### src/logic/p2r_pkg.sv
// constants and field widths for the power2round datapath, imported by the rtl and the checker
package p2r_pkg;

    // ============================================================
    // field arithmetic
    // ============================================================

    // modulus q, coefficients held in memory are always below it
    localparam logic [22:0] DILITHIUM_Q = 23'd8380417;
    localparam int COEF_W      = 23;
    localparam int DILITHIUM_D = 13;

    // rounding offset and t0 centre, both derived from d
    localparam int T1_ROUND  = (1 << (DILITHIUM_D - 1)) - 1;
    localparam int T0_OFFSET = 1 << (DILITHIUM_D - 1);

    // ============================================================
    // data widths
    // ============================================================

    localparam int REG_SIZE  = 24;
    localparam int LANES     = 4;
    localparam int T1_W      = 10;
    localparam int T0_W      = 13;
    localparam int CHUNK_W   = LANES * T0_W;
    localparam int SK_WORD_W = 32;
    localparam int PK_ADDR_W = 9;

    // ============================================================
    // stream geometry and flow control
    // ============================================================

    localparam int READS_PER_POLY    = 64;
    localparam int SK_WORDS_PER_POLY = 104;
    localparam int PIPE_DEPTH        = 3;
    localparam int BUF_W             = 256;

    // fill level up to which a new read may still be issued
    localparam int ROOM_LIMIT = BUF_W - PIPE_DEPTH * CHUNK_W;

endpackage

### src/logic/p2r_reader.sv
// source read sequencer that walks all coefficient rows and pauses while the pack buffer is full
module p2r_reader #(
    parameter int NUM_POLY       = 8,
    parameter int MEM_ADDR_WIDTH = 15
) (
    input  logic                      clk,
    input  logic                      reset_n,
    input  logic                      zeroize,
    input  logic                      enable,
    input  logic [MEM_ADDR_WIDTH-1:0] src_base_addr,
    input  logic                      buf_room,
    output logic                      mem_rd_en,
    output logic [MEM_ADDR_WIDTH-1:0] mem_rd_addr
);
    import p2r_pkg::*;

    localparam int TOTAL_READS = NUM_POLY * READS_PER_POLY;
    localparam int CNT_W       = $clog2(TOTAL_READS);

    logic             busy_q;
    logic [CNT_W-1:0] rd_cnt_q;
    logic             last_read;

    // a read goes out in every busy cycle with room left
    assign mem_rd_en   = busy_q & buf_room & ~zeroize;
    assign mem_rd_addr = src_base_addr + MEM_ADDR_WIDTH'(rd_cnt_q);
    assign last_read   = (rd_cnt_q == CNT_W'(TOTAL_READS - 1));

    always_ff @(posedge clk or negedge reset_n) begin
        if (!reset_n) begin
            busy_q   <= 1'b0;
            rd_cnt_q <= '0;
        end else if (zeroize) begin
            busy_q   <= 1'b0;
            rd_cnt_q <= '0;
        end else if (enable) begin
            busy_q   <= 1'b1;
            rd_cnt_q <= '0;
        end else if (mem_rd_en) begin
            if (last_read) begin
                busy_q   <= 1'b0;
                rd_cnt_q <= '0;
            end else begin
                rd_cnt_q <= rd_cnt_q + 1'b1;
            end
        end
    end

    // ============================================================
    // checks
    // ============================================================

    // a new start only arrives once the previous sweep has ended
    property p_start_when_idle;
        @(posedge clk) disable iff (!reset_n)
        enable |-> !busy_q;
    endproperty

    a_start_when_idle : assert property (p_start_when_idle);

endmodule

### src/logic/p2r_decompose.sv
// two-stage power2round pipeline that splits four coefficients per cycle into t1 and encoded t0
module p2r_decompose (
    input  logic                                           clk,
    input  logic                                           reset_n,
    input  logic                                           zeroize,
    input  logic [p2r_pkg::LANES*p2r_pkg::REG_SIZE-1:0]    mem_rd_data,
    input  logic                                           mem_rd_valid,
    output logic                                           pk_t1_wren,
    output logic [p2r_pkg::PK_ADDR_W-1:0]                  pk_t1_wr_addr,
    output logic [p2r_pkg::LANES*p2r_pkg::T1_W-1:0]        pk_t1_wrdata,
    output logic                                           chunk_valid,
    output logic [p2r_pkg::CHUNK_W-1:0]                    chunk_data
);
    import p2r_pkg::*;

    logic [COEF_W-1:0]         coef_q [LANES];
    logic                      s1_valid_q;
    logic [COEF_W:0]           rounded [LANES];
    logic [T1_W-1:0]           t1_d [LANES];
    logic [T0_W-1:0]           t0_d [LANES];
    logic [LANES*T1_W-1:0]     t1_q;
    logic [CHUNK_W-1:0]        t0_q;
    logic                      s2_valid_q;
    logic [PK_ADDR_W-1:0]      wr_idx_q;

    // ============================================================
    // stage one captures the memory row
    // ============================================================

    always_ff @(posedge clk) begin
        for (int i = 0; i < LANES; i++) begin
            if (zeroize) begin
                coef_q[i] <= '0;
            end else if (mem_rd_valid) begin
                coef_q[i] <= mem_rd_data[i*REG_SIZE +: COEF_W];
            end
        end
    end

    // ============================================================
    // decompose
    // ============================================================

    // t1 = (r + 4095) >> 13
    // r0 agrees with r in its low d bits modulo 8192
    // so the encoded t0 is simply 4096 - r[12:0] mod 8192
    always_comb begin
        for (int i = 0; i < LANES; i++) begin
            rounded[i] = {1'b0, coef_q[i]} + (COEF_W + 1)'(T1_ROUND);
            t1_d[i]    = rounded[i][DILITHIUM_D +: T1_W];
            t0_d[i]    = T0_W'(T0_OFFSET) - coef_q[i][T0_W-1:0];
        end
    end

    // stage two holds the results of one row
    always_ff @(posedge clk) begin
        for (int i = 0; i < LANES; i++) begin
            if (zeroize) begin
                t1_q[i*T1_W +: T1_W] <= '0;
                t0_q[i*T0_W +: T0_W] <= '0;
            end else if (s1_valid_q) begin
                t1_q[i*T1_W +: T1_W] <= t1_d[i];
                t0_q[i*T0_W +: T0_W] <= t0_d[i];
            end
        end
    end

    // valid pipe and pk write index
    always_ff @(posedge clk or negedge reset_n) begin
        if (!reset_n) begin
            s1_valid_q <= 1'b0;
            s2_valid_q <= 1'b0;
            wr_idx_q   <= '0;
        end else if (zeroize) begin
            s1_valid_q <= 1'b0;
            s2_valid_q <= 1'b0;
            wr_idx_q   <= '0;
        end else begin
            s1_valid_q <= mem_rd_valid;
            s2_valid_q <= s1_valid_q;
            if (s2_valid_q) begin
                wr_idx_q <= wr_idx_q + 1'b1;
            end
        end
    end

    assign pk_t1_wren    = s2_valid_q;
    assign pk_t1_wr_addr = wr_idx_q;
    assign pk_t1_wrdata  = t1_q;
    assign chunk_valid   = s2_valid_q;
    assign chunk_data    = t0_q;

    // ============================================================
    // checks
    // ============================================================

    // memory contents come from an earlier reduction so every lane is below q
    for (genvar g = 0; g < LANES; g++) begin : g_lane_chk
        a_coef_below_q : assert property (
            @(posedge clk) disable iff (!reset_n)
            mem_rd_valid |-> (mem_rd_data[g*REG_SIZE +: REG_SIZE] < REG_SIZE'(DILITHIUM_Q))
        );
    end

endmodule

### src/logic/p2r_pack_buffer.sv
// bit accumulator that repacks 52-bit t0 chunks into 32-bit secret-key words, lowest bits first
module p2r_pack_buffer (
    input  logic                            clk,
    input  logic                            reset_n,
    input  logic                            zeroize,
    input  logic                            chunk_valid,
    input  logic [p2r_pkg::CHUNK_W-1:0]     chunk_data,
    output logic                            buf_room,
    output logic                            word_valid,
    output logic [p2r_pkg::SK_WORD_W-1:0]   word_data
);
    import p2r_pkg::*;

    localparam int FILL_W = $clog2(BUF_W) + 1;

    logic [BUF_W-1:0]  buf_q;
    logic [BUF_W-1:0]  buf_shift;
    logic [BUF_W-1:0]  buf_next;
    logic [FILL_W-1:0] fill_q;
    logic [FILL_W-1:0] fill_shift;
    logic [FILL_W-1:0] fill_next;
    logic              drain;

    // a full word at the bottom leaves in this cycle
    assign drain      = (fill_q >= FILL_W'(SK_WORD_W));
    assign word_valid = drain;
    assign word_data  = buf_q[SK_WORD_W-1:0];

    // room for every chunk that a read in this cycle could still put in flight
    assign buf_room = (fill_q <= FILL_W'(ROOM_LIMIT));

    // ============================================================
    // next state
    // ============================================================

    always_comb begin
        if (drain) begin
            buf_shift  = buf_q >> SK_WORD_W;
            fill_shift = fill_q - FILL_W'(SK_WORD_W);
        end else begin
            buf_shift  = buf_q;
            fill_shift = fill_q;
        end

        buf_next  = buf_shift;
        fill_next = fill_shift;

        // new chunk lands right above the bits still held
        if (chunk_valid) begin
            buf_next  = buf_shift | ({{(BUF_W - CHUNK_W){1'b0}}, chunk_data} << fill_shift);
            fill_next = fill_shift + FILL_W'(CHUNK_W);
        end
    end

    // unused upper bits must stay zero for the or-merge above
    always_ff @(posedge clk or negedge reset_n) begin
        if (!reset_n) begin
            buf_q  <= '0;
            fill_q <= '0;
        end else if (zeroize) begin
            buf_q  <= '0;
            fill_q <= '0;
        end else begin
            buf_q  <= buf_next;
            fill_q <= fill_next;
        end
    end

    // ============================================================
    // checks
    // ============================================================

    // holds only if the reader respects buf_room with the pipeline depth margin
    property p_fill_bounded;
        @(posedge clk) disable iff (!reset_n)
        fill_q <= FILL_W'(BUF_W);
    endproperty

    a_fill_bounded : assert property (p_fill_bounded);

endmodule

### src/logic/p2r_sk_writer.sv
// secret-key memory writer, addresses each packed word and signals done after the last one
module p2r_sk_writer #(
    parameter int NUM_POLY      = 8,
    parameter int SK_ADDR_WIDTH = 14
) (
    input  logic                            clk,
    input  logic                            reset_n,
    input  logic                            zeroize,
    input  logic                            enable,
    input  logic [SK_ADDR_WIDTH-1:0]        sk_base_addr,
    input  logic                            word_valid,
    input  logic [p2r_pkg::SK_WORD_W-1:0]   word_data,
    output logic                            sk_wr_en,
    output logic [SK_ADDR_WIDTH-1:0]        sk_wr_addr,
    output logic [p2r_pkg::SK_WORD_W-1:0]   sk_wr_data,
    output logic                            done
);
    import p2r_pkg::*;

    localparam int TOTAL_WORDS = NUM_POLY * SK_WORDS_PER_POLY;
    localparam int CNT_W       = $clog2(TOTAL_WORDS);

    logic [SK_ADDR_WIDTH-1:0] base_q;
    logic [CNT_W-1:0]         cnt_q;
    logic                     last_word;
    logic                     last_q;

    assign last_word = word_valid & (cnt_q == CNT_W'(TOTAL_WORDS - 1));

    // write strobe, word count and done
    always_ff @(posedge clk or negedge reset_n) begin
        if (!reset_n) begin
            cnt_q    <= '0;
            sk_wr_en <= 1'b0;
            last_q   <= 1'b0;
            done     <= 1'b0;
        end else if (zeroize) begin
            cnt_q    <= '0;
            sk_wr_en <= 1'b0;
            last_q   <= 1'b0;
            done     <= 1'b0;
        end else begin
            sk_wr_en <= word_valid;
            last_q   <= last_word;
            done     <= last_q;
            if (enable || last_word) begin
                cnt_q <= '0;
            end else if (word_valid) begin
                cnt_q <= cnt_q + 1'b1;
            end
        end
    end

    // base address and write payload
    always_ff @(posedge clk) begin
        if (zeroize) begin
            base_q     <= '0;
            sk_wr_addr <= '0;
            sk_wr_data <= '0;
        end else begin
            if (enable) begin
                base_q <= sk_base_addr;
            end
            if (word_valid) begin
                sk_wr_addr <= base_q + SK_ADDR_WIDTH'(cnt_q);
                sk_wr_data <= word_data;
            end
        end
    end

endmodule

### src/logic/power2round_top.sv
// power2round subsystem top, wires the reader, decompose pipeline, pack buffer and sk writer
module power2round_top #(
    parameter int NUM_POLY       = 8,
    parameter int MEM_ADDR_WIDTH = 15,
    parameter int SK_ADDR_WIDTH  = 14
) (
    input  logic                                         clk,
    input  logic                                         reset_n,
    input  logic                                         zeroize,
    input  logic                                         enable,
    input  logic [MEM_ADDR_WIDTH-1:0]                    src_base_addr,
    input  logic [SK_ADDR_WIDTH-1:0]                     sk_base_addr,

    // source coefficient memory
    output logic                                         mem_rd_en,
    output logic [MEM_ADDR_WIDTH-1:0]                    mem_rd_addr,
    input  logic [p2r_pkg::LANES*p2r_pkg::REG_SIZE-1:0]  mem_rd_data,
    input  logic                                         mem_rd_valid,

    // public key t1
    output logic                                         pk_t1_wren,
    output logic [p2r_pkg::PK_ADDR_W-1:0]                pk_t1_wr_addr,
    output logic [p2r_pkg::LANES*p2r_pkg::T1_W-1:0]      pk_t1_wrdata,

    // secret key t0
    output logic                                         sk_wr_en,
    output logic [SK_ADDR_WIDTH-1:0]                     sk_wr_addr,
    output logic [p2r_pkg::SK_WORD_W-1:0]                sk_wr_data,

    output logic                                         done
);
    import p2r_pkg::*;

    logic                 buf_room;
    logic                 chunk_valid;
    logic [CHUNK_W-1:0]   chunk_data;
    logic                 word_valid;
    logic [SK_WORD_W-1:0] word_data;

    // ============================================================
    // producer side
    // ============================================================

    p2r_reader #(
        .NUM_POLY       (NUM_POLY),
        .MEM_ADDR_WIDTH (MEM_ADDR_WIDTH)
    ) u_reader (
        .clk           (clk),
        .reset_n       (reset_n),
        .zeroize       (zeroize),
        .enable        (enable),
        .src_base_addr (src_base_addr),
        .buf_room      (buf_room),
        .mem_rd_en     (mem_rd_en),
        .mem_rd_addr   (mem_rd_addr)
    );

    p2r_decompose u_decompose (
        .clk           (clk),
        .reset_n       (reset_n),
        .zeroize       (zeroize),
        .mem_rd_data   (mem_rd_data),
        .mem_rd_valid  (mem_rd_valid),
        .pk_t1_wren    (pk_t1_wren),
        .pk_t1_wr_addr (pk_t1_wr_addr),
        .pk_t1_wrdata  (pk_t1_wrdata),
        .chunk_valid   (chunk_valid),
        .chunk_data    (chunk_data)
    );

    // ============================================================
    // buffer and consumer
    // ============================================================

    p2r_pack_buffer u_pack_buffer (
        .clk         (clk),
        .reset_n     (reset_n),
        .zeroize     (zeroize),
        .chunk_valid (chunk_valid),
        .chunk_data  (chunk_data),
        .buf_room    (buf_room),
        .word_valid  (word_valid),
        .word_data   (word_data)
    );

    p2r_sk_writer #(
        .NUM_POLY      (NUM_POLY),
        .SK_ADDR_WIDTH (SK_ADDR_WIDTH)
    ) u_sk_writer (
        .clk          (clk),
        .reset_n      (reset_n),
        .zeroize      (zeroize),
        .enable       (enable),
        .sk_base_addr (sk_base_addr),
        .word_valid   (word_valid),
        .word_data    (word_data),
        .sk_wr_en     (sk_wr_en),
        .sk_wr_addr   (sk_wr_addr),
        .sk_wr_data   (sk_wr_data),
        .done         (done)
    );

endmodule

### config.mk
export PLATFORM = sky130hd
export DESIGN_NAME = power2round_top
export DESIGN_NICKNAME = d
export VERILOG_FILES = /design/src/logic/p2r_pkg.sv /design/src/logic/p2r_reader.sv /design/src/logic/p2r_decompose.sv /design/src/logic/p2r_pack_buffer.sv /design/src/logic/p2r_sk_writer.sv /design/src/logic/power2round_top.sv
export SDC_FILE = /design/constraint.sdc
export NUM_CORES = 1
export LEC_CHECK = 0
export BUFFER_PORTS_ARGS = -buffer_cell sky130_fd_sc_hd__buf_2
export CELL_PAD_IN_SITES_DETAIL_PLACEMENT = 0
export CELL_PAD_IN_SITES_GLOBAL_PLACEMENT = 2
export CORE_MARGIN = 2
export CORE_UTILIZATION = 41
export CTS_CLUSTER_DIAMETER = 120
export DETAILED_ROUTE_END_ITERATION = 8
export PLACE_DENSITY_LB_ADDON = 0.12
export REMOVE_ABC_BUFFERS = 1
export SYNTH_ARGS = -nofsm -noshare
export SYNTH_HDL_FRONTEND = slang
export SYNTH_SLANG_ARGS = --single-unit
### constraint.sdc
create_clock -name clk -period 5.25 [get_ports clk]
set_input_delay 0.7875 -clock clk [delete_from_list [all_inputs] [get_ports clk]]
set_output_delay 0.7875 -clock clk [all_outputs]
set_load 0.01 [all_outputs]
==> flow_results.xml, run 1 <==
<?xml version="1.0" encoding="UTF-8"?>
<metrics>
  <group name="run_status">
    <metric name="outcome" unit="">finished clean</metric>
  </group>
  <group name="global_route">
    <metric name="grt_overflow_total" unit="">0</metric>
    <metric name="grt_pass1_vias" unit="">23908</metric>
    <metric name="grt.total_usage" unit="%">24.7</metric>
    <metric name="grt_antenna_before_repair" unit="">3</metric>
    <metric name="grt_pass1_wl" unit="um">142000</metric>
    <metric name="largest_net_degree_at_the_start_of_global_routing" unit="">121</metric>
  </group>
  <group name="finish">
    <metric name="layout_commonest_cell" unit="">sky130_fd_sc_hd__nand2_1</metric>
    <metric name="finalNetCount" unit="">3440</metric>
    <metric name="layout-drive-gt1-share" unit="%">15.3</metric>
    <metric name="signed_area_change_from_the_synthesized_netlist_to_the_final_layout" unit="%">14.2</metric>
    <metric name="top_library_cells_by_usage_in_the_layout_fill_and_taps_aside" unit="">sky130_fd_sc_hd__nand2_1, sky130_fd_sc_hd__dfrtp_1, sky130_fd_sc_hd__buf_2, sky130_fd_sc_hd__nor2_1, sky130_fd_sc_hd__mux2i_1</metric>
    <metric name="finish.instance_area" unit="um2">33100</metric>
  </group>
  <group name="detailed_routing">
    <metric name="drt_pre_antenna_iters" unit="">6</metric>
    <metric name="routed_length_on_met2" unit="um">41800</metric>
    <metric name="met3_wirelength" unit="um">6130</metric>
    <metric name="post_drt_via_cell_ratio" unit="">5.76</metric>
    <metric name="met1Wirelength" unit="um">41100</metric>
    <metric name="route.detailed.drc" unit="">0</metric>
    <metric name="dr_total_vias" unit="">24614</metric>
    <metric name="routedWlPerCell" unit="um">21.4</metric>
    <metric name="topRoutingLayerUsed" unit="">met4</metric>
    <metric name="post_route_antenna_net_violation_count" unit="">0</metric>
    <metric name="detailedRoute.firstIterationViolations" unit="">2029</metric>
    <metric name="finalWirelength" unit="um">91500</metric>
  </group>
  <group name="die">
    <metric name="floorplan_die_area" unit="um2">72700</metric>
    <metric name="die_span_y" unit="um">270</metric>
    <metric name="std_cell_rows" unit="">97</metric>
    <metric name="starting_density_of_the_core" unit="%">41.4</metric>
    <metric name="ios" unit="">244</metric>
    <metric name="fp.coreArea" unit="um2">69900</metric>
    <metric name="die_w" unit="um">270</metric>
  </group>
  <group name="cts">
    <metric name="clock_latency" unit="ns">0.61</metric>
    <metric name="cts_htree_levels" unit="">3</metric>
    <metric name="ctsResizeCount" unit="">0</metric>
    <metric name="cts_post_setup_buffers_inserted" unit="">0</metric>
    <metric name="worst_setup_hold_path_clk_slew" unit="ns">0.05</metric>
    <metric name="cts_bufs_inserted" unit="">67</metric>
    <metric name="cts_num_sinks" unit="">541</metric>
    <metric name="cts_tree" unit="">done</metric>
    <metric name="cts-root-to-sink-buffers" unit="">3</metric>
    <metric name="holdBufCountCts" unit="">0</metric>
    <metric name="ctsRootBufferMaster" unit="">sky130_fd_sc_hd__clkbuf_16</metric>
  </group>
  <group name="synthesis">
    <metric name="avgSynthCellArea" unit="um2">9.21</metric>
    <metric name="synth-simple-area-share" unit="%">18.8</metric>
    <metric name="post_synth_xor_area_fraction" unit="%">2.91</metric>
    <metric name="synth.yosys.seq_area_share" unit="%">45.8</metric>
    <metric name="asyncSetResetFlopFracSynth" unit="%">54.9</metric>
    <metric name="syn-instance-count" unit="">3142</metric>
    <metric name="synth-edff-count" unit="">92</metric>
    <metric name="post_synthesis_register_bit_count" unit="">541</metric>
    <metric name="synth-adder-area-share" unit="%">1.52</metric>
    <metric name="ys.warnings.count" unit="">0</metric>
    <metric name="synth.cell_area" unit="um2">28900</metric>
    <metric name="yosysUniqueCellTypes" unit="">83</metric>
    <metric name="ys.flop_type" unit="">sky130_fd_sc_hd__dfrtp_1</metric>
    <metric name="synth_mux_area_share" unit="%">10.7</metric>
    <metric name="synth_compound_area_share" unit="%">16.3</metric>
    <metric name="synth_top_family_by_area" unit="">simple AND/OR/NAND/NOR gates</metric>
  </group>
  <group name="critical_path">
    <metric name="startpoint_type" unit="">flip-flop</metric>
    <metric name="cpPeakStageDelay" unit="ns">0.44</metric>
    <metric name="worstPathMaxFanout" unit="">5</metric>
    <metric name="crit_arrival" unit="ns">3.22</metric>
    <metric name="crit_path_end_kind" unit="">output pin</metric>
    <metric name="cp_cell_sequence" unit="">ha_1 &gt; inv_1 &gt; fa_1 &gt; nor2b_1 &gt; o21ai_0 &gt; a21boi_0 &gt; o2111ai_1 &gt; a21boi_0 &gt; xor2_1 &gt; buf_2</metric>
    <metric name="critical_path_class" unit="">flip-flop to output pin</metric>
    <metric name="cp_data_required_time" unit="ns">4.46</metric>
    <metric name="cpMaxStageDelayCell" unit="">sky130_fd_sc_hd__a21boi_0</metric>
    <metric name="crit_top_cell" unit="">sky130_fd_sc_hd__a21boi_0</metric>
  </group>
  <group name="timing">
    <metric name="total_count_of_max_transition_violations_in_the_final_report" unit="">0</metric>
    <metric name="fin_crit_sh" unit="%">76.3</metric>
    <metric name="achievable-frequency" unit="GHz">0.250</metric>
    <metric name="setup_viol" unit="">0</metric>
    <metric name="slew_headroom" unit="%">12.3</metric>
    <metric name="fin_ws" unit="ns">1.24</metric>
    <metric name="setup_clock_skew_after_layout" unit="ns">0.0227</metric>
    <metric name="post_layout_min_period" unit="ns">4.01</metric>
    <metric name="hold_viol_final" unit="">0</metric>
    <metric name="setup_repair_after_global_routing_missed_its_margin" unit="">false</metric>
    <metric name="worst_margin_pin_slew" unit="ns">1.30</metric>
  </group>
  <group name="power">
    <metric name="total_design_power" unit="W">0.0146</metric>
    <metric name="power.ir.vdd_worst" unit="uV">415</metric>
    <metric name="p_per_area" unit="nW/um2">443</metric>
    <metric name="p_leak" unit="nW">13.2</metric>
  </group>
  <group name="placement">
    <metric name="gp_routability_congestion" unit="">0.894</metric>
    <metric name="dp_wirelength" unit="um">59800</metric>
    <metric name="placedInstanceArea" unit="um2">30900</metric>
    <metric name="dp_worst_setup_slack" unit="ns">1.43</metric>
    <metric name="port_buffers" unit="">239</metric>
  </group>
  <group name="hold_path">
    <metric name="worstHoldPathType" unit="">input pin to async pin</metric>
  </group>
  <group name="flow_run">
    <metric name="max-cap-violations" unit="">0</metric>
  </group>
</metrics>
## through the flow
| stage | setup TNS [ns] | std cells | util [%] | hold WS [ns] |
|---|---|---|---|---|
| 4_1_cts | 0 | 4271 | 47.3 | 0.247 |
| 3_3_place_gp | 0 | 4147 | 44.2 | 0.434 |
| 5_1_grt | 0 | 4272 | 47.3 | 0.295 |
| 2_1_floorplan | -3172.83 | 2905 | - | 0.439 |
| 3_5_place_dp | 0 | 4147 | 44.2 | 0.444 |
| 6_report | 0 | 4273 | 47.3 | 0.241 |
## final cells by class
cell class / instances / area [um2]
Timing Repair Buffer: 302 / 1760
Multi-Input combinational cell: 2323 / 14600
Clock inverter: 26 / 174
Sequential cell: 541 / 13200
Antenna cell: 2 / 5.00
Inverter: 41 / 154
Clock buffer: 98 / 1950
Fill cell: 6799 / 36900
Tap cell: 940 / 1180
## per-layer routing
| layer | vias to the layer above | track usage (%) |
|---|---|---|
| li1 | 11612 | - |
| met1 | 12030 | 34.1 |
| met2 | 818 | 38.9 |
| met3 | 154 | 4.60 |
| met4 | 0 | 8.25 |
| met5 | - | 0 |
## registers in the layout, summed over array words and instances (netlist names), 7 cells and up
signal / count
u_pack_buffer.buf_q: 256
u_decompose.coef_q: 92
u_decompose.chunk_data: 52
u_sk_writer.sk_wr_addr: 14
u_pack_buffer.fill_q: 7
u_sk_writer.sk_wr_data: 32
u_reader.rd_cnt_q: 9
u_decompose.pk_t1_wr_addr: 9
u_decompose.pk_t1_wrdata: 40
u_sk_writer.base_q: 14
u_sk_writer.cnt_q: 10
## final timing paths
path / cells past startpoint / to / slack (ns) / startpoint
worst max register to register: 10 / u_pack_buffer.buf_q[138] / 1.40 / u_pack_buffer.fill_q[5]
min in group clk: 3 / u_sk_writer.base_q[7] / 0.41 / sk_base_addr[7]
worst min-delay path: 1 / u_sk_writer.cnt_q[3] / 0.24 / reset_n
worst max-delay path: 10 / mem_rd_addr[10] / 1.24 / u_reader.rd_cnt_q[0]
worst min register to register: 2 / u_sk_writer.sk_wr_data[1] / 0.45 / u_sk_writer.sk_wr_data[1]
max in group asynchronous: 2 / u_decompose.pk_t1_wr_addr[5] / 3.90 / reset_n
## cells in the mapped netlist (12+ instances only)
library cell               number  share of area, %
sky130_fd_sc_hd__o22ai_1       69               1.5
sky130_fd_sc_hd__a311oi_1      13              0.39
sky130_fd_sc_hd__nand4_1       23              0.50
sky130_fd_sc_hd__nor2b_1       16              0.35
sky130_fd_sc_hd__mux4_2        20               1.6
sky130_fd_sc_hd__a22oi_1       17              0.44
sky130_fd_sc_hd__clkbuf_1     144               1.9
sky130_fd_sc_hd__nand3b_1      15              0.39
sky130_fd_sc_hd__buf_2         53              0.92
sky130_fd_sc_hd__o211ai_1      22              0.57
sky130_fd_sc_hd__ha_1          32               1.4
sky130_fd_sc_hd__buf_1         32              0.42
sky130_fd_sc_hd__o21ai_1       15              0.26
sky130_fd_sc_hd__nand2_1      530               6.9
sky130_fd_sc_hd__nor2_1       230               3.0
sky130_fd_sc_hd__a211oi_1      48               1.2
sky130_fd_sc_hd__xor2_1        45               1.4
sky130_fd_sc_hd__o221ai_1      32              0.97
sky130_fd_sc_hd__o21ai_0      164               2.8
sky130_fd_sc_hd__dfrtp_1      297                26
sky130_fd_sc_hd__nor3_1        74               1.3
sky130_fd_sc_hd__and3_1        28              0.61
sky130_fd_sc_hd__edfxtp_1      92               9.5
sky130_fd_sc_hd__a21oi_1      132               2.3
sky130_fd_sc_hd__a221oi_1      12              0.36
sky130_fd_sc_hd__nand3_1       61               1.1
sky130_fd_sc_hd__and2_1       111               2.4
sky130_fd_sc_hd__mux2_2        50               1.9
sky130_fd_sc_hd__a31oi_1      113               2.4
sky130_fd_sc_hd__o22a_1        15              0.45
sky130_fd_sc_hd__mux2i_1      206               7.1
sky130_fd_sc_hd__xnor2_1       51               1.5
sky130_fd_sc_hd__dfxtp_1      152                11
sky130_fd_sc_hd__inv_1         40              0.52
sky130_fd_sc_hd__a21o_1        17              0.44
sky130_fd_sc_hd__or3_1         25              0.54
## power breakdown
group          internal (W)  switching, W  total [W]
clock               0.00259       0.00186    0.00445
sequential          0.00459      0.000321    0.00491
combinational       0.00153       0.00375    0.00528
total               0.00871       0.00593     0.0146
## kinds of logic (layout without fill, tap and decap cells)
logic type                 after synthesis  count (layout)
and+or+nand+nor                       1177            1177
other                                    0               2
muxes                                  277             277
AOI/OAI and AO/OA                      739             739
adders and majority gates               34              34
xor gates and xnor gates                96              96
buffers and inverters                  278             467
DFF                                    541             541
## worst max-delay path, delay by kind of cell, from the launching register on
| kind | cells | cell delay [ns] |
|---|---|---|
| compound gates | 4 | 1.08 |
| xor+xnor | 1 | 0.17 |
| fa+ha+maj | 2 | 0.60 |
| buf+inv | 2 | 0.21 |
| flops | 1 | 0.42 |
| simple gates | 1 | 0.12 |
(Power assumes the default switching activity.)
==> run 2: changes to the inputs <==
- CORE_UTILIZATION: 41 -> 38
- clock period: 5.25 -> 4 ns (I/O delays scaled with it)
==> run 2 against run 1 <==
  * The run now ends with hold timing left
  * Sequential power increased by 31%
  * Total power increased by 34%
  * Wire length increased by 1.6%
  * Clock skew increased by 0.0021 ns
  * First-iteration DRC count decreased by 6.8%
  * Global-route usage decreased by 1.1 points
  * Utilization decreased by 3.1 points
  * Sequential share of layout area decreased by 0.45 points
  * Via count decreased by 0.42%
  * Count of clock-buffer cells in the layout decreased by 5
  * Worst setup slack got worse by 0.85 ns
  * Largest cell class unchanged
  * Largest power group unchanged
  * Highest routed layer unchanged
==> flow_results.xml, run 2 (synthesis gave the netlist of run 1 again) <==
<?xml version="1.0" encoding="UTF-8"?>
<metrics>
  <group name="die">
    <metric name="ios" unit="">244</metric>
    <metric name="starting_density_of_the_core" unit="%">38.2</metric>
    <metric name="std_cell_rows" unit="">101</metric>
    <metric name="die_span_y" unit="um">280</metric>
    <metric name="floorplan_die_area" unit="um2">78400</metric>
    <metric name="fp.coreArea" unit="um2">75700</metric>
    <metric name="die_w" unit="um">280</metric>
  </group>
  <group name="detailed_routing">
    <metric name="drt_pre_antenna_iters" unit="">5</metric>
    <metric name="post_route_antenna_net_violation_count" unit="">0</metric>
    <metric name="post_drt_via_cell_ratio" unit="">5.66</metric>
    <metric name="routedWlPerCell" unit="um">21.5</metric>
    <metric name="finalWirelength" unit="um">92900</metric>
    <metric name="detailedRoute.firstIterationViolations" unit="">1892</metric>
    <metric name="route.detailed.drc" unit="">0</metric>
    <metric name="dr_total_vias" unit="">24511</metric>
  </group>
  <group name="cts">
    <metric name="cts-root-to-sink-buffers" unit="">3</metric>
    <metric name="cts_num_sinks" unit="">541</metric>
    <metric name="cts_htree_levels" unit="">3</metric>
    <metric name="cts_bufs_inserted" unit="">66</metric>
    <metric name="ctsResizeCount" unit="">0</metric>
    <metric name="cts_tree" unit="">done</metric>
    <metric name="cts_post_setup_buffers_inserted" unit="">0</metric>
    <metric name="ctsRootBufferMaster" unit="">sky130_fd_sc_hd__clkbuf_16</metric>
    <metric name="worst_setup_hold_path_clk_slew" unit="ns">0.06</metric>
    <metric name="holdBufCountCts" unit="">0</metric>
    <metric name="clock_latency" unit="ns">0.62</metric>
  </group>
  <group name="placement">
    <metric name="dp_wirelength" unit="um">62200</metric>
    <metric name="gp_routability_congestion" unit="">0.883</metric>
    <metric name="port_buffers" unit="">239</metric>
    <metric name="placedCellCount" unit="">4211</metric>
  </group>
  <group name="power">
    <metric name="p_leak" unit="nW">13.4</metric>
    <metric name="power.ir.vdd_worst" unit="uV">751</metric>
    <metric name="combinationalPowerShare" unit="%">36.4</metric>
    <metric name="p_per_area" unit="nW/um2">586</metric>
    <metric name="cellInternalPower" unit="W">0.0117</metric>
    <metric name="power.sequential.fraction" unit="%">32.8</metric>
    <metric name="p_sw_share" unit="%">40.2</metric>
    <metric name="clkPwrFrac" unit="%">30.8</metric>
    <metric name="switchingPower" unit="W">0.00787</metric>
  </group>
  <group name="global_route">
    <metric name="grt_antenna_before_repair" unit="">1</metric>
    <metric name="largest_net_degree_at_the_start_of_global_routing" unit="">161</metric>
    <metric name="grt.met3_usage" unit="%">3.26</metric>
    <metric name="globalRoute.busiestLayer" unit="">met2</metric>
    <metric name="grt.total_usage" unit="%">23.6</metric>
    <metric name="grt_use_met2" unit="%">37.1</metric>
    <metric name="grt_pass1_wl" unit="um">145000</metric>
    <metric name="grt_pass1_vias" unit="">24079</metric>
    <metric name="met1_usage" unit="%">33.3</metric>
    <metric name="grt_overflow_total" unit="">0</metric>
  </group>
  <group name="finish">
    <metric name="top_library_cells_by_usage_in_the_layout_fill_and_taps_aside" unit="">sky130_fd_sc_hd__nand2_1, sky130_fd_sc_hd__dfrtp_1, sky130_fd_sc_hd__buf_2, sky130_fd_sc_hd__nor2_1, sky130_fd_sc_hd__mux2i_1</metric>
    <metric name="layout-drive-gt1-share" unit="%">16.1</metric>
    <metric name="finalNetCount" unit="">3465</metric>
    <metric name="layout.core_utilization" unit="%">44.2</metric>
    <metric name="max_ffs_per_register" unit="">256</metric>
    <metric name="top_register" unit="">u_pack_buffer.buf_q</metric>
    <metric name="finalNonFillerCells" unit="">4331</metric>
    <metric name="n_fill_cell" unit="">7407</metric>
    <metric name="signed_area_change_from_the_synthesized_netlist_to_the_final_layout" unit="%">15.5</metric>
    <metric name="diodes" unit="">0</metric>
    <metric name="regArea" unit="um2">13200</metric>
    <metric name="multi_input_area" unit="um2">14600</metric>
    <metric name="layout_commonest_cell" unit="">sky130_fd_sc_hd__nand2_1</metric>
  </group>
  <group name="critical_path">
    <metric name="critical_path_class" unit="">flip-flop to output pin</metric>
    <metric name="startpoint_type" unit="">flip-flop</metric>
    <metric name="cp_data_required_time" unit="ns">3.40</metric>
    <metric name="worstPathMaxFanout" unit="">5</metric>
    <metric name="cp_cell_sequence" unit="">ha_1 &gt; inv_1 &gt; fa_1 &gt; nor2b_1 &gt; o21ai_0 &gt; a21boi_0 &gt; buf_4 &gt; o2111ai_1 &gt; a21boi_0 &gt; xor2_1 &gt; buf_2</metric>
    <metric name="cpPeakStageDelay" unit="ns">0.42</metric>
    <metric name="crit_path_end_kind" unit="">output pin</metric>
    <metric name="cpMaxStageDelayCell" unit="">sky130_fd_sc_hd__dfrtp_1</metric>
    <metric name="crit_top_cell" unit="">sky130_fd_sc_hd__a21boi_0</metric>
    <metric name="worst_r2r_startpoint" unit="">u_pack_buffer.fill_q[6]</metric>
    <metric name="regToRegEndpoint" unit="">u_pack_buffer.buf_q[138]</metric>
    <metric name="crit_arrival" unit="ns">3.01</metric>
    <metric name="worstRegToRegCells" unit="">9</metric>
    <metric name="r2r_setup_slack" unit="ns">0.50</metric>
    <metric name="critical_path_sink" unit="">mem_rd_addr[10]</metric>
    <metric name="critical_path_origin" unit="">u_reader.rd_cnt_q[0]</metric>
  </group>
  <group name="timing">
    <metric name="fin_crit_sh" unit="%">90.2</metric>
    <metric name="setup_viol" unit="">0</metric>
    <metric name="achievable-frequency" unit="GHz">0.277</metric>
    <metric name="hold_viol_final" unit="">9</metric>
    <metric name="hold-worst-slack" unit="ns">-0.0168</metric>
    <metric name="slew_headroom" unit="%">23.5</metric>
    <metric name="worst_margin_pin_slew" unit="ns">1.14</metric>
    <metric name="total_count_of_max_transition_violations_in_the_final_report" unit="">0</metric>
    <metric name="setup_repair_after_global_routing_missed_its_margin" unit="">false</metric>
    <metric name="post_layout_min_period" unit="ns">3.61</metric>
    <metric name="setup_clock_skew_after_layout" unit="ns">0.0247</metric>
    <metric name="fin_tns_setup" unit="ns">0</metric>
  </group>
  <group name="run_status">
    <metric name="outcome" unit="">complete, but fails checks</metric>
    <metric name="failed_checks" unit="">hold timing</metric>
  </group>
  <group name="hold_path">
    <metric name="worstHoldPathType" unit="">input pin to async pin</metric>
  </group>
  <group name="flow_run">
    <metric name="max-cap-violations" unit="">0</metric>
  </group>
</metrics>
run 2: cell types whose count changed in the layout (fill, tap and decap cells not counted), sizes merged:
cell    delta
clkbuf     -5
bufinv     +2
buf       +26
inv        -1
diode      -2
run 2: cell type report:
type | count | share of cell area [%]
Multi-Input combinational cell | 2323 | 43.6
Sequential cell | 541 | 39.6
Timing Repair Buffer | 328 | 6.09
Clock buffer | 93 | 5.82
Tap cell | 978 | 3.66
Clock inverter | 27 | 0.719
Inverter | 41 | 0.460
run 2: worst min-delay path by stage:
stage,startpoint,endpoint,cells past startpoint
6_report,reset_n,u_sk_writer.cnt_q[4],1
5_1_grt,reset_n,u_sk_writer.cnt_q[4],1
4_1_cts,reset_n,u_sk_writer.cnt_q[2],1
3_5_place_dp,u_sk_writer.sk_wr_data[30],u_sk_writer.sk_wr_data[30],2
3_3_place_gp,u_sk_writer.sk_wr_data[24],u_sk_writer.sk_wr_data[24],2
2_1_floorplan,reset_n,u_decompose.chunk_valid,0
run 2: stage by stage:
step	worst slack (ns)	cell area, um2	power (W)
global placement	0.665	31200	0.0135
detailed placement	0.599	31200	0.0136
CTS	0.361	33400	0.0197
finish	0.393	33400	0.0196
global route	0.0438	33400	0.0206
floorplan	-14.32	27900	0.00981
run 2: power groups by stage:
stage                     Clock, W  Sequential (W)  Combinational, W
after detailed placement         0         0.00652           0.00703
after global placement           0         0.00650           0.00700
after floorplan                  0         0.00637           0.00344
after CTS                  0.00621         0.00641           0.00706
final                      0.00604         0.00642           0.00712
after global routing       0.00645         0.00647           0.00764
run 2: critical path, delay by kind of cell, from the launching register on:
family                   cells  cell delay, ns
adder cells (fa/ha/maj)      2            0.59
flip-flops                   1            0.42
AO/OA/AOI/OAI                4            0.76
XOR/XNOR                     1            0.15
AND/OR/NAND/NOR              1            0.12
buffers and inverters        3            0.36
run 2: per-layer routing:
metal / wire length [um] / vias up
li1: - / 11653
met1: 42700 / 11931
met2: 42200 / 777
met3: 5260 / 150
met4: 2770 / 0
met5: 0 / -
==> run 3: changes to the inputs <==
--- a/config.mk
+++ b/config.mk
@@ -14,2 +14,3 @@
 export DETAILED_ROUTE_END_ITERATION = 8
+export MAX_ROUTING_LAYER = met4
 export PLACE_DENSITY_LB_ADDON = 0.12
--- a/constraint.sdc
+++ b/constraint.sdc
@@ -3,2 +3,2 @@
 set_output_delay 0.6 -clock clk [all_outputs]
-set_load 0.01 [all_outputs]
+set_load 0.005 [all_outputs]
==> run 3 against run 2 <==
  * Utilization increased by 0.15 points
  * The flow still finishes with violations (hold timing)
  * Combinational power decreased by 1%
  * Sequential power about the same
  * Die area unchanged
  * Total power increased by 1.3%
  * Highest routed layer unchanged
  * Wire length increased by 0.11%
  * Flip-flop and latch count unchanged
  * Non-clock buffer count increased by 2
  * Register-to-register slack got worse by 0.11 ns
  * Critical endpoint unchanged
  * Design area increased by 0.33%
  * Maximum frequency decreased by 0.30%
==> flow_results.xml, run 3 (synthesis gave the netlist of run 1 again) <==
<?xml version="1.0" encoding="UTF-8"?>
<metrics>
  <group name="run_status">
    <metric name="outcome" unit="">complete, but fails checks</metric>
    <metric name="failed_checks" unit="">hold timing</metric>
  </group>
  <group name="die">
    <metric name="fp.coreArea" unit="um2">75700</metric>
    <metric name="std_cell_rows" unit="">101</metric>
    <metric name="die_span_y" unit="um">280</metric>
    <metric name="die_w" unit="um">280</metric>
    <metric name="starting_density_of_the_core" unit="%">38.2</metric>
    <metric name="floorplan_die_area" unit="um2">78400</metric>
    <metric name="ios" unit="">244</metric>
  </group>
  <group name="finish">
    <metric name="max_ffs_per_register" unit="">256</metric>
    <metric name="layout-drive-gt1-share" unit="%">16.1</metric>
    <metric name="diodes" unit="">0</metric>
    <metric name="signed_area_change_from_the_synthesized_netlist_to_the_final_layout" unit="%">15.9</metric>
    <metric name="finalNetCount" unit="">3467</metric>
    <metric name="layout_commonest_cell" unit="">sky130_fd_sc_hd__nand2_1</metric>
    <metric name="top_library_cells_by_usage_in_the_layout_fill_and_taps_aside" unit="">sky130_fd_sc_hd__nand2_1, sky130_fd_sc_hd__dfrtp_1, sky130_fd_sc_hd__buf_2, sky130_fd_sc_hd__nor2_1, sky130_fd_sc_hd__mux2i_1</metric>
    <metric name="top_register" unit="">u_pack_buffer.buf_q</metric>
    <metric name="finalNonFillerCells" unit="">4335</metric>
    <metric name="finish.instance_area" unit="um2">33500</metric>
    <metric name="n_fill_cell" unit="">7377</metric>
  </group>
  <group name="critical_path">
    <metric name="crit_arrival" unit="ns">3.02</metric>
    <metric name="startpoint_type" unit="">flip-flop</metric>
    <metric name="critical_path_class" unit="">flip-flop to output pin</metric>
    <metric name="cp_cell_sequence" unit="">ha_1 &gt; inv_1 &gt; fa_1 &gt; nor2b_1 &gt; o21ai_0 &gt; a21boi_0 &gt; buf_4 &gt; o2111ai_1 &gt; a21boi_0 &gt; xor2_1 &gt; buf_2</metric>
    <metric name="cp_data_required_time" unit="ns">3.40</metric>
    <metric name="worstPathMaxFanout" unit="">5</metric>
    <metric name="crit_path_end_kind" unit="">output pin</metric>
    <metric name="crit_buf_inv" unit="">3</metric>
    <metric name="crit_top_cell" unit="">sky130_fd_sc_hd__a21boi_0</metric>
    <metric name="cpMaxStageDelayCell" unit="">sky130_fd_sc_hd__fa_1</metric>
    <metric name="cpPeakStageDelay" unit="ns">0.42</metric>
    <metric name="critical-path-top-delay-family" unit="">compound AO/OA/AOI/OAI gates</metric>
  </group>
  <group name="global_route">
    <metric name="grt_pass1_wl" unit="um">144000</metric>
    <metric name="grt_pass1_vias" unit="">24174</metric>
    <metric name="largest_net_degree_at_the_start_of_global_routing" unit="">113</metric>
    <metric name="grt.total_usage" unit="%">24.3</metric>
    <metric name="grt_antenna_before_repair" unit="">0</metric>
    <metric name="grt_overflow_total" unit="">0</metric>
  </group>
  <group name="timing">
    <metric name="setup_clock_skew_after_layout" unit="ns">0.0238</metric>
    <metric name="hold-worst-slack" unit="ns">-0.0551</metric>
    <metric name="slew_headroom" unit="%">26.4</metric>
    <metric name="hold_viol_final" unit="">8</metric>
    <metric name="fin_crit_sh" unit="%">90.4</metric>
    <metric name="fin_ws" unit="ns">0.382</metric>
    <metric name="setup_repair_after_global_routing_missed_its_margin" unit="">false</metric>
    <metric name="achievable-frequency" unit="GHz">0.276</metric>
    <metric name="worst_margin_pin_slew" unit="ns">1.09</metric>
    <metric name="total_count_of_max_transition_violations_in_the_final_report" unit="">0</metric>
    <metric name="setup_viol" unit="">0</metric>
    <metric name="post_layout_min_period" unit="ns">3.62</metric>
  </group>
  <group name="cts">
    <metric name="worst_setup_hold_path_clk_slew" unit="ns">0.05</metric>
    <metric name="ctsRootBufferMaster" unit="">sky130_fd_sc_hd__clkbuf_16</metric>
    <metric name="holdBufCountCts" unit="">0</metric>
    <metric name="ctsResizeCount" unit="">0</metric>
    <metric name="cts_num_sinks" unit="">541</metric>
    <metric name="clock_latency" unit="ns">0.62</metric>
    <metric name="cts_bufs_inserted" unit="">66</metric>
    <metric name="cts_tree" unit="">done</metric>
    <metric name="cts_htree_levels" unit="">3</metric>
    <metric name="cts-root-to-sink-buffers" unit="">3</metric>
    <metric name="cts_post_setup_buffers_inserted" unit="">0</metric>
  </group>
  <group name="detailed_routing">
    <metric name="post_drt_via_cell_ratio" unit="">5.70</metric>
    <metric name="finalWirelength" unit="um">93000</metric>
    <metric name="routedWlPerCell" unit="um">21.5</metric>
    <metric name="route.detailed.drc" unit="">0</metric>
    <metric name="dr_total_vias" unit="">24723</metric>
    <metric name="drt_pre_antenna_iters" unit="">6</metric>
    <metric name="detailedRoute.firstIterationViolations" unit="">1832</metric>
    <metric name="post_route_antenna_net_violation_count" unit="">0</metric>
  </group>
  <group name="placement">
    <metric name="placedInstanceArea" unit="um2">31200</metric>
    <metric name="gp_routability_congestion" unit="">0.889</metric>
    <metric name="dp_wirelength" unit="um">63100</metric>
    <metric name="dp_worst_setup_slack" unit="ns">0.462</metric>
    <metric name="placedCellCount" unit="">4213</metric>
    <metric name="port_buffers" unit="">239</metric>
  </group>
  <group name="power">
    <metric name="p_per_area" unit="nW/um2">591</metric>
    <metric name="p_leak" unit="nW">13.5</metric>
    <metric name="power.ir.vdd_worst" unit="uV">724</metric>
  </group>
  <group name="hold_path">
    <metric name="worstHoldPathType" unit="">input pin to async pin</metric>
  </group>
  <group name="flow_run">
    <metric name="max-cap-violations" unit="">0</metric>
  </group>
</metrics>
## run 3: changes by cell type in the layout (fill, tap and decap cells not counted), sizes merged
| cell | previous run | this run |
|---|---|---|
| buf | 328 | 330 |
| bufinv | 2 | 8 |
| clkbuf | 93 | 94 |
| clkinv | 18 | 13 |
| clkinvlp | 3 | 0 |
| inv | 45 | 48 |
## run 3: worst register-to-register path, stage by stage, from the launching register on
cell	delay [ns]
sky130_fd_sc_hd__dfrtp_1	0.57
sky130_fd_sc_hd__inv_1	0.25
sky130_fd_sc_hd__ha_1	0.21
sky130_fd_sc_hd__nor3b_4	0.46
sky130_fd_sc_hd__nand2_1	0.43
sky130_fd_sc_hd__and2_2	0.50
sky130_fd_sc_hd__buf_4	0.27
sky130_fd_sc_hd__nor4_4	0.24
sky130_fd_sc_hd__buf_4	0.34
sky130_fd_sc_hd__nand2_1	0.10
sky130_fd_sc_hd__o221ai_1	0.11
## run 3: worst paths after layout
kind                                            from                   endpoint  slack (ns)  cells after the start
setup / recovery                u_reader.rd_cnt_q[0]            mem_rd_addr[10]        0.38                     11
setup reg to reg             u_pack_buffer.fill_q[5]   u_pack_buffer.buf_q[219]        0.39                     10
hold reg to reg            u_sk_writer.sk_wr_addr[8]  u_sk_writer.sk_wr_addr[8]        0.44                      2
min in group clk                     sk_base_addr[0]      u_sk_writer.base_q[0]        0.23                      3
hold / removal                               reset_n       u_sk_writer.cnt_q[2]       -0.06                      1
max in group asynchronous                    reset_n     u_decompose.s1_valid_q        2.83                      2
## run 3: cell type report
| class | instances | area, um2 | area share (%) |
|---|---|---|---|
| multi-input combinational | 2323 | 14600 | 43.5 |
| sequential | 541 | 13200 | 39.5 |
| timing repair buffer | 330 | 2020 | 6.04 |
| clock buffer | 94 | 1930 | 5.75 |
| tap | 978 | 1220 | 3.65 |
| clock inverter | 28 | 379 | 1.13 |
| inverter | 41 | 154 | 0.459 |
## run 3: power by group
part,switching (W),internal [W]
combinational,0.00489,0.00213
sequential,0.000421,0.00602
clock,0.00248,0.00390
total,0.00778,0.0121
## run 3: metal layers
layer | vias to the layer above | track usage, % | part of all wire [%] | wire length, um
met5 | - | - | 0 | 0
met4 | 0 | 7.42 | 2.8 | 2570
met3 | 150 | 3.22 | 5.6 | 5240
met2 | 800 | 37.7 | 46 | 42900
met1 | 12099 | 33.0 | 45 | 42300
li1 | 11674 | - | - | -
## run 3: through the flow
step / setup TNS (ns) / utilization, % / hold slack [ns] / power, W
final: 0 / 44.3 / -0.0551 / 0.0198
after global routing: 0 / 44.3 / 0.0152 / 0.0208
after CTS: 0 / 44.3 / 0.0351 / 0.0200
after detailed placement: 0 / 41.3 / 0.442 / 0.0135
after global placement: 0 / 41.3 / 0.435 / 0.0134
after floorplan: -3572.41 / - / 0.304 / 0.00978
